--- config.mk ---
export PLATFORM = sky130hd
export DESIGN_NAME = ahbl_i2s_rx
export DESIGN_NICKNAME = d
export VERILOG_FILES = /design/src/verilog/i2s_rx_pkg.sv /design/src/verilog/i2s_reg_if.sv /design/src/verilog/ahbl_i2s_rx.sv /design/src/verilog/i2s_rx_regs.sv /design/src/verilog/sample_fifo.sv /design/src/verilog/i2s_deserializer.sv /design/src/verilog/ahbl_reg_decode.sv
export SDC_FILE = /design/constraint.sdc
export NUM_CORES = 1
export LEC_CHECK = 0
export BUFFER_PORTS_ARGS = -buffer_cell sky130_fd_sc_hd__buf_2
export CORE_MARGIN = 4
export CORE_UTILIZATION = 40
export DETAILED_ROUTE_END_ITERATION = 8
export PLACE_DENSITY = 0.63
export SETUP_SLACK_MARGIN = 0.15
export SYNTH_ARGS = -nofsm -noshare
export SYNTH_HDL_FRONTEND = slang
export SYNTH_SLANG_ARGS = --single-unit
--- constraint.sdc ---
create_clock -name HCLK -period 5.9 [get_ports HCLK]
set_input_delay 0.59 -clock HCLK [delete_from_list [all_inputs] [get_ports HCLK]]
set_output_delay 0.59 -clock HCLK [all_outputs]
set_load 0.005 [all_outputs]
--- src/verilog/i2s_rx_pkg.sv ---
package i2s_rx_pkg;

    // Bus and sample word
    localparam int DATA_W = 32;
    localparam int ADDR_W = 32;            // AHB address width

    // Serial frame
    localparam int HALF_W     = 16;         // Bits per channel
    localparam int FRAME_BITS = 2 * HALF_W; // SCK periods per stereo frame
    localparam int BIT_W      = $clog2(FRAME_BITS);

    // Bit clock, HCLK cycles per SCK half period
    localparam int SCK_DIV = 2;
    localparam int DIV_W   = (SCK_DIV > 1) ? $clog2(SCK_DIV) : 1;

    // Sample FIFO, 16 words deep
    localparam int FIFO_AW = 4;
    localparam int LEVEL_W = FIFO_AW + 1;   // Level counts 0 to 16 inclusive

    // Only word transfers reach the registers
    localparam logic [2:0] SIZE_WORD = 3'b010;

    // Register map
    localparam int OFF_W = 8;
    localparam logic [OFF_W-1:0] CTRL_OFF   = 8'h00;
    localparam logic [OFF_W-1:0] STATUS_OFF = 8'h04;
    localparam logic [OFF_W-1:0] DATA_OFF   = 8'h08;

    // CTRL and STATUS bit positions
    localparam int CTRL_EN_BIT    = 0;
    localparam int CTRL_FLUSH_BIT = 1;
    localparam int STAT_OVF_BIT   = 2;

    // Returned for offsets outside the map
    localparam logic [DATA_W-1:0] BAD_READ = 32'hBADDBEEF;

endpackage
--- src/verilog/i2s_reg_if.sv ---
`timescale 1ns/100ps

// One register access, valid in the AHB data phase
interface i2s_reg_if import i2s_rx_pkg::*; ();

    logic              wr;     // Write strobe, one cycle
    logic              rd;     // Read strobe, one cycle
    logic [OFF_W-1:0]  addr;   // Register offset
    logic [DATA_W-1:0] wdata;  // HWDATA of the data phase
    logic [DATA_W-1:0] rdata;  // Combinational read data

    // Bus side drives the access
    modport bus (
        output wr,
        output rd,
        output addr,
        output wdata,
        input  rdata
    );

    // Register side answers it
    modport regs (
        input  wr,
        input  rd,
        input  addr,
        input  wdata,
        output rdata
    );

endinterface

--- src/verilog/ahbl_i2s_rx.sv ---
`timescale 1ns/100ps

module ahbl_i2s_rx import i2s_rx_pkg::*; (
    input  logic              HCLK,
    input  logic              HRESETn,
    input  logic [ADDR_W-1:0] HADDR,
    input  logic [1:0]        HTRANS,
    input  logic              HWRITE,
    input  logic [2:0]        HSIZE,
    input  logic [DATA_W-1:0] HWDATA,
    input  logic              HSEL,
    input  logic              HREADY,
    output logic [DATA_W-1:0] HRDATA,
    output logic              HREADYOUT,

    input  logic              SD,
    output logic              SCK,
    output logic              WS,
    output logic              IRQ
);

    logic               en;
    logic               sample_valid;
    logic [DATA_W-1:0]  sample;
    logic               push;
    logic               pop;
    logic               flush;
    logic [DATA_W-1:0]  fifo_rdata;
    logic               empty;
    logic               full;
    logic [LEVEL_W-1:0] level;

    i2s_reg_if reg_bus ();

    ahbl_reg_decode u_decode (
        .HCLK      (HCLK),
        .HRESETn   (HRESETn),
        .HADDR     (HADDR),
        .HTRANS    (HTRANS),
        .HWRITE    (HWRITE),
        .HSIZE     (HSIZE),
        .HWDATA    (HWDATA),
        .HSEL      (HSEL),
        .HREADY    (HREADY),
        .HRDATA    (HRDATA),
        .HREADYOUT (HREADYOUT),
        .bus       (reg_bus.bus)
    );

    i2s_deserializer u_deser (
        .HCLK         (HCLK),
        .HRESETn      (HRESETn),
        .en           (en),
        .SD           (SD),
        .SCK          (SCK),
        .WS           (WS),
        .sample_valid (sample_valid),
        .sample       (sample)
    );

    sample_fifo u_fifo (
        .HCLK    (HCLK),
        .HRESETn (HRESETn),
        .push    (push),
        .pop     (pop),
        .flush   (flush),
        .wdata   (sample),
        .rdata   (fifo_rdata),
        .empty   (empty),
        .full    (full),
        .level   (level)
    );

    i2s_rx_regs u_regs (
        .HCLK         (HCLK),
        .HRESETn      (HRESETn),
        .regs         (reg_bus.regs),
        .sample_valid (sample_valid),
        .fifo_rdata   (fifo_rdata),
        .empty        (empty),
        .full         (full),
        .level        (level),
        .en           (en),
        .flush        (flush),
        .push         (push),
        .pop          (pop),
        .IRQ          (IRQ)
    );

endmodule

--- src/verilog/i2s_rx_regs.sv ---
`timescale 1ns/100ps

module i2s_rx_regs import i2s_rx_pkg::*; (
    input  logic               HCLK,
    input  logic               HRESETn,

    i2s_reg_if.regs            regs,

    input  logic               sample_valid,
    input  logic [DATA_W-1:0]  fifo_rdata,
    input  logic               empty,
    input  logic               full,
    input  logic [LEVEL_W-1:0] level,

    output logic               en,
    output logic               flush,
    output logic               push,
    output logic               pop,
    output logic               IRQ
);

    logic en_q;
    logic flush_q;
    logic ovf_q;       // Sticky, a sample hit a full FIFO
    logic full_d;
    logic rearm;       // FIFO has been empty since the last IRQ
    logic irq_q;
    logic ctrl_wr;
    logic stat_wr;
    logic full_rise;

    assign ctrl_wr   = regs.wr & (regs.addr == CTRL_OFF);
    assign stat_wr   = regs.wr & (regs.addr == STATUS_OFF);
    assign full_rise = full & ~full_d;

    always_ff @(posedge HCLK or negedge HRESETn) begin
        if (!HRESETn) begin
            en_q    <= 1'b0;
            flush_q <= 1'b0;
        end else begin
            if (ctrl_wr)
                en_q <= regs.wdata[CTRL_EN_BIT];
            flush_q <= ctrl_wr & regs.wdata[CTRL_FLUSH_BIT] & ~flush_q;  // Self clearing
        end
    end

    // A new overflow beats a clear in the same cycle
    always_ff @(posedge HCLK or negedge HRESETn) begin
        if (!HRESETn)
            ovf_q <= 1'b0;
        else if (sample_valid && full)
            ovf_q <= 1'b1;
        else if (stat_wr && regs.wdata[STAT_OVF_BIT])
            ovf_q <= 1'b0;
    end

    // One pulse per empty to full cycle
    always_ff @(posedge HCLK or negedge HRESETn) begin
        if (!HRESETn) begin
            full_d <= 1'b0;
            rearm  <= 1'b1;
            irq_q  <= 1'b0;
        end else begin
            full_d <= full;
            irq_q  <= full_rise & rearm;
            if (empty)
                rearm <= 1'b1;
            else if (full_rise)
                rearm <= 1'b0;
        end
    end

    assign push = sample_valid & ~full;
    assign pop  = regs.rd & (regs.addr == DATA_OFF) & ~empty;  // Read of DATA pops the head

    always_comb begin
        regs.rdata = BAD_READ;
        case (regs.addr)
            CTRL_OFF:   regs.rdata = DATA_W'(en_q);   // Flush bit reads as 0
            STATUS_OFF: regs.rdata = DATA_W'({level, 5'b0, ovf_q, full, empty});
            DATA_OFF:   regs.rdata = empty ? '0 : fifo_rdata;
            default:    regs.rdata = BAD_READ;
        endcase
    end

    assign en    = en_q;
    assign flush = flush_q;
    assign IRQ   = irq_q;

endmodule

--- src/verilog/sample_fifo.sv ---
`timescale 1ns/100ps

module sample_fifo import i2s_rx_pkg::*; (
    input  logic               HCLK,
    input  logic               HRESETn,
    input  logic               push,
    input  logic               pop,
    input  logic               flush,
    input  logic [DATA_W-1:0]  wdata,
    output logic [DATA_W-1:0]  rdata,
    output logic               empty,
    output logic               full,
    output logic [LEVEL_W-1:0] level
);

    logic [DATA_W-1:0]  mem [2**FIFO_AW];
    logic [FIFO_AW:0]   wr_ptr;    // Extra bit tells full from empty
    logic [FIFO_AW:0]   rd_ptr;
    logic               do_push;
    logic               do_pop;

    assign empty = (wr_ptr == rd_ptr);
    assign full  = (wr_ptr[FIFO_AW] != rd_ptr[FIFO_AW]) &&
                   (wr_ptr[FIFO_AW-1:0] == rd_ptr[FIFO_AW-1:0]);
    assign level = wr_ptr - rd_ptr;

    // Flush wins over both ports
    assign do_push = push & ~full & ~flush;
    assign do_pop  = pop & ~empty & ~flush;

    always_ff @(posedge HCLK or negedge HRESETn) begin
        if (!HRESETn) begin
            wr_ptr <= '0;
            rd_ptr <= '0;
        end else if (flush) begin
            wr_ptr <= '0;
            rd_ptr <= '0;
        end else begin
            if (do_push)
                wr_ptr <= wr_ptr + 1'b1;
            if (do_pop)
                rd_ptr <= rd_ptr + 1'b1;
        end
    end

    always_ff @(posedge HCLK) begin
        if (do_push)
            mem[wr_ptr[FIFO_AW-1:0]] <= wdata;
    end

    // Show-ahead, the head word is always on rdata
    assign rdata = mem[rd_ptr[FIFO_AW-1:0]];

endmodule

--- src/verilog/i2s_deserializer.sv ---
`timescale 1ns/100ps

module i2s_deserializer import i2s_rx_pkg::*; (
    input  logic              HCLK,
    input  logic              HRESETn,
    input  logic              en,
    input  logic              SD,
    output logic              SCK,
    output logic              WS,
    output logic              sample_valid,
    output logic [DATA_W-1:0] sample
);

    logic [DIV_W-1:0]  div_cnt;
    logic              sck_q;
    logic [BIT_W-1:0]  bit_cnt;   // Slot within the frame, changes on SCK fall
    logic [DATA_W-1:0] shreg;
    logic              armed;     // WS has fallen at least once
    logic              primed;    // Left MSB of a real frame is in
    logic              half_done;
    logic              sck_rise;
    logic              sck_fall;
    logic              last_slot;

    assign half_done = (div_cnt == DIV_W'(SCK_DIV - 1));
    assign sck_rise  = en & half_done & ~sck_q;
    assign sck_fall  = en & half_done & sck_q;
    assign last_slot = (bit_cnt == BIT_W'(FRAME_BITS - 1));

    always_ff @(posedge HCLK or negedge HRESETn) begin
        if (!HRESETn) begin
            div_cnt      <= '0;
            sck_q        <= 1'b0;
            bit_cnt      <= '0;
            armed        <= 1'b0;
            primed       <= 1'b0;
            sample_valid <= 1'b0;
        end else if (!en) begin
            div_cnt      <= '0;   // Hold SCK and WS low while disabled
            sck_q        <= 1'b0;
            bit_cnt      <= '0;
            armed        <= 1'b0;
            primed       <= 1'b0;
            sample_valid <= 1'b0;
        end else begin
            div_cnt <= half_done ? '0 : div_cnt + 1'b1;
            if (half_done)
                sck_q <= ~sck_q;

            if (sck_fall) begin
                bit_cnt <= last_slot ? '0 : bit_cnt + 1'b1;
                if (last_slot)
                    armed <= 1'b1;
            end

            // Slot 1 carries the left MSB because of the one bit delay
            if (sck_rise && bit_cnt == BIT_W'(1) && armed)
                primed <= 1'b1;

            // Right LSB arrives in slot 0 of the next frame
            sample_valid <= sck_rise & (bit_cnt == '0) & primed;
        end
    end

    // MSB first, so after 32 bits the register holds {left, right}
    always_ff @(posedge HCLK) begin
        if (sck_rise)
            shreg <= {shreg[DATA_W-2:0], SD};
    end

    assign SCK    = sck_q;
    assign WS     = bit_cnt[BIT_W-1];   // Low for left, high for right
    assign sample = shreg;

endmodule

--- src/verilog/ahbl_reg_decode.sv ---
`timescale 1ns/100ps

module ahbl_reg_decode import i2s_rx_pkg::*; (
    input  logic              HCLK,
    input  logic              HRESETn,

    input  logic [ADDR_W-1:0] HADDR,
    input  logic [1:0]        HTRANS,
    input  logic              HWRITE,
    input  logic [2:0]        HSIZE,
    input  logic [DATA_W-1:0] HWDATA,
    input  logic              HSEL,
    input  logic              HREADY,

    output logic [DATA_W-1:0] HRDATA,
    output logic              HREADYOUT,

    i2s_reg_if.bus            bus
);

    logic             sel_q;    // Data phase belongs to this slave
    logic             write_q;
    logic [OFF_W-1:0] addr_q;
    logic             addr_hit;

    // NONSEQ and SEQ both have HTRANS[1] set
    assign addr_hit = HSEL & HTRANS[1] & (HSIZE == SIZE_WORD);

    // Address phase is sampled only when the previous transfer completes
    always_ff @(posedge HCLK or negedge HRESETn) begin
        if (!HRESETn) begin
            sel_q   <= 1'b0;
            write_q <= 1'b0;
            addr_q  <= '0;
        end else if (HREADY) begin
            sel_q   <= addr_hit;
            write_q <= HWRITE;
            addr_q  <= HADDR[OFF_W-1:0];
        end
    end

    // Data phase strobes
    assign bus.wr    = sel_q & write_q;
    assign bus.rd    = sel_q & ~write_q;
    assign bus.addr  = addr_q;
    assign bus.wdata = HWDATA;

    assign HRDATA    = bus.rdata;
    assign HREADYOUT = 1'b1;    // Zero wait states

endmodule

==> results_tabular.tex, run 1 <==
\begin{tabular}{lr}
\hline
Metric & Value \\
\hline
\multicolumn{2}{l}{\textbf{Hold path}} \\
Path category of the worst min-delay check & in2async \\
\multicolumn{2}{l}{\textbf{Floorplan}} \\
Site Rows & 86 \\
Placeable core region & 55310 um\^{}2 \\
Top-level port count & 111 \\
Vertical die dimension & 244.7 um \\
Floorplan die area & 59880 um\^{}2 \\
Starting density of the core & 40.52\% \\
Horizontal extent of the die & 244.7 um \\
\multicolumn{2}{l}{\textbf{Global routing}} \\
Grt ovf & 0 \\
Overall global routing resource usage & 17.16\% \\
Number of antenna violations at the first check in global routing & 1 \\
Pin count of the biggest net entering global routing & 108 \\
Wire length of the first global-routing pass & 75540 um \\
Via count of the first global-routing pass & 11000 \\
\multicolumn{2}{l}{\textbf{STA}} \\
Number of setup violations in the final report & 0 \\
Worst hold margin & 89.86 ps \\
Slew Viols, Final & 0 \\
Setup repair after global routing missed its margin & no \\
Slew HR & 26.61\% \\
Final Hold Fails & 0 \\
Peak Freq & 198.9 MHz \\
Final min period & 5027 ps \\
Final setup margin & 873.2 ps \\
Slew of the pin with the lowest slew margin & 1101 ps \\
Clk\_skew & 23.73 ps \\
Final Cycle Share & 85.20\% \\
Setup TNS after final layout & 0 ps \\
\multicolumn{2}{l}{\textbf{CTS}} \\
Root buffer selected by CTS & sky130\_fd\_sc\_hd\_\_clkbuf\_16 \\
Clk\_lat worst skew & 620 ps \\
Longest Clk Path Bufs & 3 \\
CTS buffer count & 56 \\
Number of H-tree levels & 2 \\
TritonCTS clock tree & yes \\
Quantity of hold-fixing buffers added after cts & 0 \\
Post-CTS repair timing setup buffer count & 0 \\
Number of gates resized after CTS & 0 \\
Number of clock sinks & 580 \\
Clock transition at path regs & 60 ps \\
\multicolumn{2}{l}{\textbf{Route}} \\
Drt pass-1 iters & 7 \\
Via Count & 10950 \\
Via-per-instance ratio & 5.697 \\
M1 wire length & 22250 um \\
DRC marker count from the first detailed-route iteration & 1300 \\
WL met3 & 3678 um \\
Aggregate routed wire length & 51310 um \\
\# DRC & 0 \\
Routed length on met2 & 24430 um \\
Max layer used & met4 \\
Routed length per instance & 26.70 um \\
DRT antenna net count & 0 \\
\multicolumn{2}{l}{\textbf{Synthesis}} \\
Fraction of registers with async set or reset after synthesis & 6.207\% \\
Mean Syn Cell Area & 21.49 um\^{}2 \\
Gate count after technology mapping & 1043 \\
Unique cell type count in the Yosys netlist & 56 \\
Yosys synthesis warning count & 0 \\
Number of flops mapped to enable cells by yosys & 544 \\
Most instantiated flip-flop cell in the synthesis netlist & sky130\_fd\_sc\_hd\_\_edfxtp\_1 \\
Syn nets & 1132 \\
Synth Cell Area & 22410 um\^{}2 \\
Number of synthesized register bits & 580 \\
Part of the Yosys area used for sequential elements & 76.92\% \\
\multicolumn{2}{l}{\textbf{Cells and area}} \\
Antenna diode count & 0 \\
Non-filler instance count after layout & 1922 \\
Area delta synth->final & 13.85\% \\
Layout filler cell count & 4620 \\
Final Cell Area & 25510 um\^{}2 \\
Share of final-layout standard cells stronger than drive strength 1 & 27.51\% \\
Final \#Nets & 1221 \\
\multicolumn{2}{l}{\textbf{Placed design}} \\
Placer's final routability congestion estimate & 0.7534 \\
DP HPWL & 26100 um \\
Post-place instance area & 23810 um\^{}2 \\
Setup slack after placement & 1413 ps \\
Placed Cells & 1822 \\
IO buf count & 55 \\
\multicolumn{2}{l}{\textbf{Critical path}} \\
Largest fanout of any net on the critical path & 32 \\
Arrival time worst endpoint & 4440 ps \\
Worst-path cell with the longest stage delay & sky130\_fd\_sc\_hd\_\_dfrtp\_4 \\
Worst path cell trace & clkinv\_1 -> ha\_1 -> nand4\_1 -> o21ai\_2 -> nor3\_2 -> buf\_4 -> nand2\_1 -> o221ai\_1 -> buf\_2 \\
Peak per-stage delay on the critical path & 790 ps \\
Top Family by Delay on Critical Path & simple AND/OR/NAND/NOR gates \\
Worst Path Required & 5310 ps \\
Startpoint type of the worst setup path & register \\
Total buffers and inverters traversed by the critical path & 3 \\
Kind of end point of the critical path & primary output \\
Path type of the worst setup path & reg2out \\
\multicolumn{2}{l}{\textbf{Flow run}} \\
\# Max-Cap Violations & 0 \\
\multicolumn{2}{l}{\textbf{Run status}} \\
Run status & finished, final reports clean \\
\multicolumn{2}{l}{\textbf{Power and ir drop}} \\
Static leakage & 8.109 nW \\
Peak supply drop & 0.2167 mV \\
Power Dens Cells & 308.3 nW/um\^{}2 \\
\hline
\end{tabular}
-- worst reg2reg max path, stage by stage (launching register included) --
cell and delay (ps):
sky130_fd_sc_hd__dfrtp_4 790, sky130_fd_sc_hd__clkinv_1 190, sky130_fd_sc_hd__ha_1 340, sky130_fd_sc_hd__nand4_1 270, sky130_fd_sc_hd__o21a_1 320, sky130_fd_sc_hd__nor2b_1 290, sky130_fd_sc_hd__nand2_1 280, sky130_fd_sc_hd__nor2_4 560
sky130_fd_sc_hd__buf_4 570
-- power by group --
group | switching, mW | internal [mW]
clock | 1.50 | 1.88
combinational | 0.0182 | 0.0163
sequential | 0.00985 | 4.44
total | 1.53 | 6.34
-- synth_stat cells (2+ instances only) --
| library cell | n | share of area (%) |
|---|---|---|
| sky130_fd_sc_hd__a21oi_1 | 9 | 0.20 |
| sky130_fd_sc_hd__a21o_1 | 3 | 0.10 |
| sky130_fd_sc_hd__or4b_2 | 2 | 0.089 |
| sky130_fd_sc_hd__ha_1 | 13 | 0.73 |
| sky130_fd_sc_hd__a31oi_1 | 6 | 0.17 |
| sky130_fd_sc_hd__mux2i_1 | 37 | 1.7 |
| sky130_fd_sc_hd__buf_4 | 2 | 0.067 |
| sky130_fd_sc_hd__o21ai_0 | 9 | 0.20 |
| sky130_fd_sc_hd__and3_1 | 5 | 0.14 |
| sky130_fd_sc_hd__nor4_1 | 2 | 0.056 |
| sky130_fd_sc_hd__mux4_2 | 135 | 14 |
| sky130_fd_sc_hd__nand2b_1 | 2 | 0.056 |
| sky130_fd_sc_hd__and2_1 | 5 | 0.14 |
| sky130_fd_sc_hd__xor2_1 | 7 | 0.27 |
| sky130_fd_sc_hd__a211oi_1 | 3 | 0.10 |
| sky130_fd_sc_hd__dfrtp_1 | 35 | 3.9 |
| sky130_fd_sc_hd__o221ai_1 | 16 | 0.63 |
| sky130_fd_sc_hd__xnor2_1 | 3 | 0.12 |
| sky130_fd_sc_hd__a21boi_0 | 4 | 0.13 |
| sky130_fd_sc_hd__nand2_1 | 35 | 0.59 |
| sky130_fd_sc_hd__o31ai_1 | 2 | 0.067 |
| sky130_fd_sc_hd__o22ai_1 | 3 | 0.084 |
| sky130_fd_sc_hd__a22oi_1 | 5 | 0.17 |
| sky130_fd_sc_hd__clkbuf_1 | 26 | 0.44 |
| sky130_fd_sc_hd__buf_2 | 16 | 0.36 |
| sky130_fd_sc_hd__edfxtp_1 | 544 | 73 |
| sky130_fd_sc_hd__nor2b_1 | 7 | 0.20 |
| sky130_fd_sc_hd__inv_1 | 9 | 0.15 |
| sky130_fd_sc_hd__and3b_1 | 2 | 0.078 |
| sky130_fd_sc_hd__clkbuf_2 | 2 | 0.045 |
| sky130_fd_sc_hd__nand4_1 | 6 | 0.17 |
| sky130_fd_sc_hd__nor4b_1 | 2 | 0.078 |
| sky130_fd_sc_hd__nor2_1 | 30 | 0.50 |
| sky130_fd_sc_hd__buf_1 | 6 | 0.10 |
| sky130_fd_sc_hd__nor3_1 | 8 | 0.18 |
| sky130_fd_sc_hd__nand3_1 | 13 | 0.29 |
| sky130_fd_sc_hd__mux2_2 | 10 | 0.50 |
-- metrics by stage --
step                      power (mW)  util, %
after global placement         4.569    43.05
after detailed placement       4.570    43.05
final                          7.865    46.13
after CTS                      7.925    46.13
after floorplan                4.549        -
after global routing           8.117    46.13
-- state kept, by name (all words and copies together) (netlist names), 5 cells and up --
| register | flops |
|---|---|
| u_fifo.wr_ptr | 5 |
| u_decode.bus.addr | 8 |
| u_fifo.rd_ptr | 5 |
| u_deser.bit_cnt | 5 |
| u_fifo.mem | 512 |
| u_deser.sample | 32 |
-- final cells by class --
type / count / area [um^2] / area share [%]
clock buffers: 76 / 1476 / 5.787
clock inverters: 24 / 225.2 / 0.8827
inverters: 11 / 41.29 / 0.1618
multi-input cells: 400 / 5026 / 19.70
flip-flops and latches: 580 / 17250 / 67.60
well taps: 748 / 935.9 / 3.668
repair buffers: 83 / 560.5 / 2.197
-- path summary, 6_finish.rpt --
check                                endpoint  depth (start not counted)             start  slack (ps)
setup / recovery                    HRDATA[0]                          9  u_fifo.rd_ptr[1]         870
hold / removal                   u_regs.flush                          1           HRESETn          90
setup reg to reg           u_fifo.mem[12][11]                          8  u_fifo.rd_ptr[1]        1900
hold reg to reg                    u_regs.IRQ                          1     u_regs.full_d         430
max in group asynchronous    u_fifo.rd_ptr[0]                          1           HRESETn        5190
min in group HCLK           u_deser.sample[0]                          1                SD         190
-- cells by family after synthesis --
logic type	share of synthesized area, %
other cells	0.01673
buf+inv	1.189
fa+ha+maj	0.8152
flops	76.92
mux	15.72
xor+xnor	0.3908
simple gates	2.702
compound gates	2.244
-- placed cells by master, fill, tap and decap left out, types with 4 or more instances in the layout --
cell type	instances
sky130_fd_sc_hd__edfxtp_1	544
sky130_fd_sc_hd__mux4_2	135
sky130_fd_sc_hd__clkbuf_16	56
sky130_fd_sc_hd__buf_2	55
sky130_fd_sc_hd__mux2i_1	37
sky130_fd_sc_hd__nand2_1	35
sky130_fd_sc_hd__dfrtp_1	32
sky130_fd_sc_hd__buf_4	22
sky130_fd_sc_hd__clkbuf_1	20
sky130_fd_sc_hd__nor2_1	18
sky130_fd_sc_hd__o221ai_1	16
sky130_fd_sc_hd__clkinv_1	14
sky130_fd_sc_hd__nand3_1	13
sky130_fd_sc_hd__ha_1	13
sky130_fd_sc_hd__nor2_4	12
sky130_fd_sc_hd__mux2_2	10
sky130_fd_sc_hd__inv_1	9
sky130_fd_sc_hd__o21ai_0	9
sky130_fd_sc_hd__a21oi_1	8
sky130_fd_sc_hd__xor2_1	7
sky130_fd_sc_hd__nor2b_1	7
sky130_fd_sc_hd__nand4_1	6
sky130_fd_sc_hd__a31oi_1	6
sky130_fd_sc_hd__buf_12	6
sky130_fd_sc_hd__and3_1	5
sky130_fd_sc_hd__a22oi_1	5
sky130_fd_sc_hd__nor3_2	5
sky130_fd_sc_hd__and2_1	5
sky130_fd_sc_hd__a21boi_0	4
sky130_fd_sc_hd__clkinv_2	4
-- routing by layer --
| metal | up-vias | track usage (%) |
|---|---|---|
| met1 | 5921 | 25.18 |
| met4 | 0 | 3.876 |
| met5 | - | 0 |
| met2 | 434 | 26.97 |
| met3 | 74 | 3.408 |
| li1 | 4520 | - |
(Power assumes the default switching activity.)
==> run 2: changes to the inputs <==
Settings changed: BUFFER_PORTS_ARGS -buffer_cell sky130_fd_sc_hd__buf_2 to unset, CORE_MARGIN 4 to unset, DONT_BUFFER_PORTS set to 1, PLACE_DENSITY 0.63 to 0.61.
==> run 2 against run 1 <==
  * Clock skew shrank 7.3 ps
  * Cell count decreased by 2.3%
  * Sequential power hardly changed
  * Global-route usage increased by 0.88 points
  * Critical path depth decreased by 2
  * Die area down 4.8%
  * Via count is 3.1% lower
  * Largest cell class unchanged
  * Largest power group unchanged
==> results_tabular.tex, run 2 (synthesis gave the netlist of run 1 again) <==
\begin{tabular}{lr}
\hline
Metric & Value \\
\hline
\multicolumn{2}{l}{\textbf{Floorplan}} \\
Top-level port count & 111 (unchanged) \\
Placeable core region & 55200 um\^{}2 (-0.19\%) \\
Site Rows & 86 (unchanged) \\
Horizontal extent of the die & 238.7 um (-2.5\%) \\
Vertical die dimension & 238.7 um (-2.5\%) \\
Starting density of the core & 40.60\% (+0.079 points) \\
Floorplan die area & 56980 um\^{}2 (-4.8\%) \\
\multicolumn{2}{l}{\textbf{Power and ir drop}} \\
Logic pwr share & 0.3\% (about the same) \\
Power Dens Cells & 318.0 nW/um\^{}2 (+3.2\%) \\
Peak supply drop & 0.2299 mV (+6.1\%) \\
Static leakage & 7.990 nW (-1.5\%) \\
Power Internal & 6.479 mW (+2.2\%) \\
Reg power frac & 55.2\% (-1.4 points) \\
Sw Share & 19.62\% (+0.21 points) \\
Clock network fraction of design power & 44.5\% (+1.5 points) \\
Total net switching power & 1.581 mW (+3.6\%) \\
\multicolumn{2}{l}{\textbf{STA}} \\
Final Cycle Share & 80.52\% (-4.7 points) \\
Setup repair after global routing missed its margin & no \\
Setup TNS after final layout & 0 ps (unchanged) \\
Slew Viols, Final & 0 (unchanged) \\
Number of setup violations in the final report & 0 (unchanged) \\
Clk\_skew & 16.45 ps (-7.280 ps) \\
Final Hold Fails & 0 (unchanged) \\
Slew of the pin with the lowest slew margin & 1020 ps (-80.58 ps) \\
Peak Freq & 210.5 MHz (+5.8\%) \\
Final min period & 4751 ps (-275.9 ps) \\
Worst hold margin & 66.01 ps (-23.85 ps) \\
Slew HR & 31.98\% (+5.4 points) \\
\multicolumn{2}{l}{\textbf{Cells and area}} \\
Area of the multi-input gates & 5026 um\^{}2 (unchanged) \\
Sequential cell area & 17250 um\^{}2 (unchanged) \\
Final \#Nets & 1170 (-4.2\%) \\
Top library cells by usage in the layout, fill and taps aside & sky130\_fd\_sc\_hd\_\_edfxtp\_1 (544), sky130\_fd\_sc\_hd\_\_mux4\_2 (135), sky130\_fd\_sc\_hd\_\_clkbuf\_16 (57), sky130\_fd\_sc\_hd\_\_mux2i\_1 (37), sky130\_fd\_sc\_hd\_\_nand2\_1 (35) \\
Max FFs per register & 512 (unchanged) \\
Share of final-layout standard cells stronger than drive strength 1 & 25.11\% (-2.4 points) \\
Area delta synth->final & 13.11\% \\
Layout filler cell count & 4563 (-1.2\%) \\
Leading cell type in the layout, fill and taps excluded & sky130\_fd\_sc\_hd\_\_edfxtp\_1 \\
\multicolumn{2}{l}{\textbf{CTS}} \\
Clk\_lat worst skew & 630 ps (about the same) \\
Root buffer selected by CTS & sky130\_fd\_sc\_hd\_\_clkbuf\_16 \\
Number of gates resized after CTS & 0 (unchanged) \\
Longest Clk Path Bufs & 3 (unchanged) \\
Clock transition at path regs & 60 ps (about the same) \\
TritonCTS clock tree & yes \\
Number of H-tree levels & 2 (unchanged) \\
Number of clock sinks & 580 (unchanged) \\
Post-CTS repair timing setup buffer count & 0 (unchanged) \\
CTS buffer count & 56 (unchanged) \\
\multicolumn{2}{l}{\textbf{Route}} \\
DRT antenna net count & 0 (unchanged) \\
DRC marker count from the first detailed-route iteration & 1051 (-19\%) \\
Via-per-instance ratio & 5.652 (-0.78\%) \\
\# DRC & 0 (unchanged) \\
Aggregate routed wire length & 50690 um (-1.2\%) \\
Drt pass-1 iters & 5 (-2) \\
Routed length per instance & 27.00 um (+1.1\%) \\
Via Count & 10610 (-3.1\%) \\
\multicolumn{2}{l}{\textbf{Global routing}} \\
Number of antenna violations at the first check in global routing & 1 (unchanged) \\
Pin count of the biggest net entering global routing & 113 (+4.6\%) \\
Grt ovf & 0 (unchanged) \\
Wire length of the first global-routing pass & 73500 um (-2.7\%) \\
Via count of the first global-routing pass & 10790 (-1.9\%) \\
Overall global routing resource usage & 18.03\% (+0.88 points) \\
\multicolumn{2}{l}{\textbf{Placed design}} \\
DP HPWL & 25700 um (-1.5\%) \\
Placer's final routability congestion estimate & 0.7506 (-0.37\%) \\
IO buf count & 0 (-100\%) \\
\multicolumn{2}{l}{\textbf{Critical path}} \\
Setup crit end & HRDATA[17] \\
Startpoint type of the worst setup path & register \\
Path type of the worst setup path & reg2out \\
Largest fanout of any net on the critical path & 36 (+13\%) \\
Reg-to-reg critical path endpoint & u\_fifo.mem[9][3] \\
FF-to-FF path depth & 9 (+1) \\
Arrival time worst endpoint & 4160 ps (-280 ps) \\
Worst Path Required & 5310 ps (about the same) \\
Source of the critical timing path & u\_fifo.rd\_ptr[1] \\
Reg-to-reg startpoint & u\_fifo.rd\_ptr[1] \\
Kind of end point of the critical path & primary output \\
Setup slack of the worst register-to-register path & 1540 ps (-360 ps) \\
\multicolumn{2}{l}{\textbf{Run status}} \\
Run status & finished, final reports clean \\
\multicolumn{2}{l}{\textbf{Flow run}} \\
\# Max-Cap Violations & 0 (unchanged) \\
\multicolumn{2}{l}{\textbf{Hold path}} \\
Path category of the worst min-delay check & in2reg \\
\hline
\end{tabular}
[run 2: cell types whose count changed in the layout (fill, tap and decap cells not counted), sizes merged]
cell / delta
buf: -52
bufinv: +3
clkbuf: -14
clkinv: +11
clkinvlp: +2
diode: +2
dlygate4sd3: +1
inv: +2
[run 2: stage by stage]
stage	total power [mW]	setup slack [ps]	utilization, %	instances	cell area (um^2)
floorplan	4.549	763.1	-	1043	22410
global placement	4.555	1520	42.55	1769	23490
detailed placement	4.555	1522	42.55	1769	23490
CTS	8.112	1086	45.91	1875	25340
global route	8.267	972.6	45.91	1875	25340
finish	8.061	1149	45.92	1877	25350
[run 2: power by group through the flow]
stage / clock [mW] / combinational [mW] / sequential [mW]
finish: 3.59 / 0.0269 / 4.45
global route: 3.79 / 0.0301 / 4.45
CTS: 3.64 / 0.0274 / 4.45
detailed placement: 0 / 0.0202 / 4.54
global placement: 0 / 0.0197 / 4.54
floorplan: 0 / 0.0203 / 4.53
[run 2: what timing repair did]
| item | 4_1_cts | 5_1_grt |
|---|---|---|
| endpoints found under the hold margin | 36 | 0 |
| hold buffers | 2 | 0 |
| setup endpoints to repair | 0 | 0 |
[run 2: worst min-delay path by stage]
stage / from / to / slack, ps / cells past startpoint
2_1_floorplan: HRESETn / u_decode.bus.addr[0] / 290 / 0
3_3_place_gp: HRESETn / u_decode.bus.addr[2] / 300 / 0
3_5_place_dp: HRESETn / u_regs.IRQ / 300 / 0
4_1_cts: SD / u_deser.sample[0] / 30 / 0
5_1_grt: SD / u_deser.sample[0] / 40 / 0
6_report: HREADY / u_decode.sel_q / 70 / 1
[run 2: critical path, stage by stage (launching register included)]
cell	delay (ps)
sky130_fd_sc_hd__dfrtp_4	690
sky130_fd_sc_hd__inv_2	110
sky130_fd_sc_hd__buf_4	520
sky130_fd_sc_hd__ha_1	350
sky130_fd_sc_hd__nand4_1	260
sky130_fd_sc_hd__o21ai_2	200
sky130_fd_sc_hd__or3_1	650
sky130_fd_sc_hd__a211oi_1	700
[run 2: routing by layer]
| layer | up-vias | share of wire (%) | track usage [%] |
|---|---|---|---|
| li1 | 4423 | - | - |
| met1 | 5751 | 44 | 25.47 |
| met2 | 358 | 47 | 28.43 |
| met3 | 77 | 6.8 | 3.880 |
| met4 | 0 | 2.2 | 4.779 |
| met5 | - | 0 | 0 |
[run 2: layout make-up]
cell class,instances,share of cell area [%]
diodes,2,0.01974
flip-flops and latches,580,68.05
repair buffers,32,1.056
well taps,748,3.692
clock inverters,42,1.496
multi-input cells,400,19.83
clock buffers,62,5.701
inverters,11,0.1629
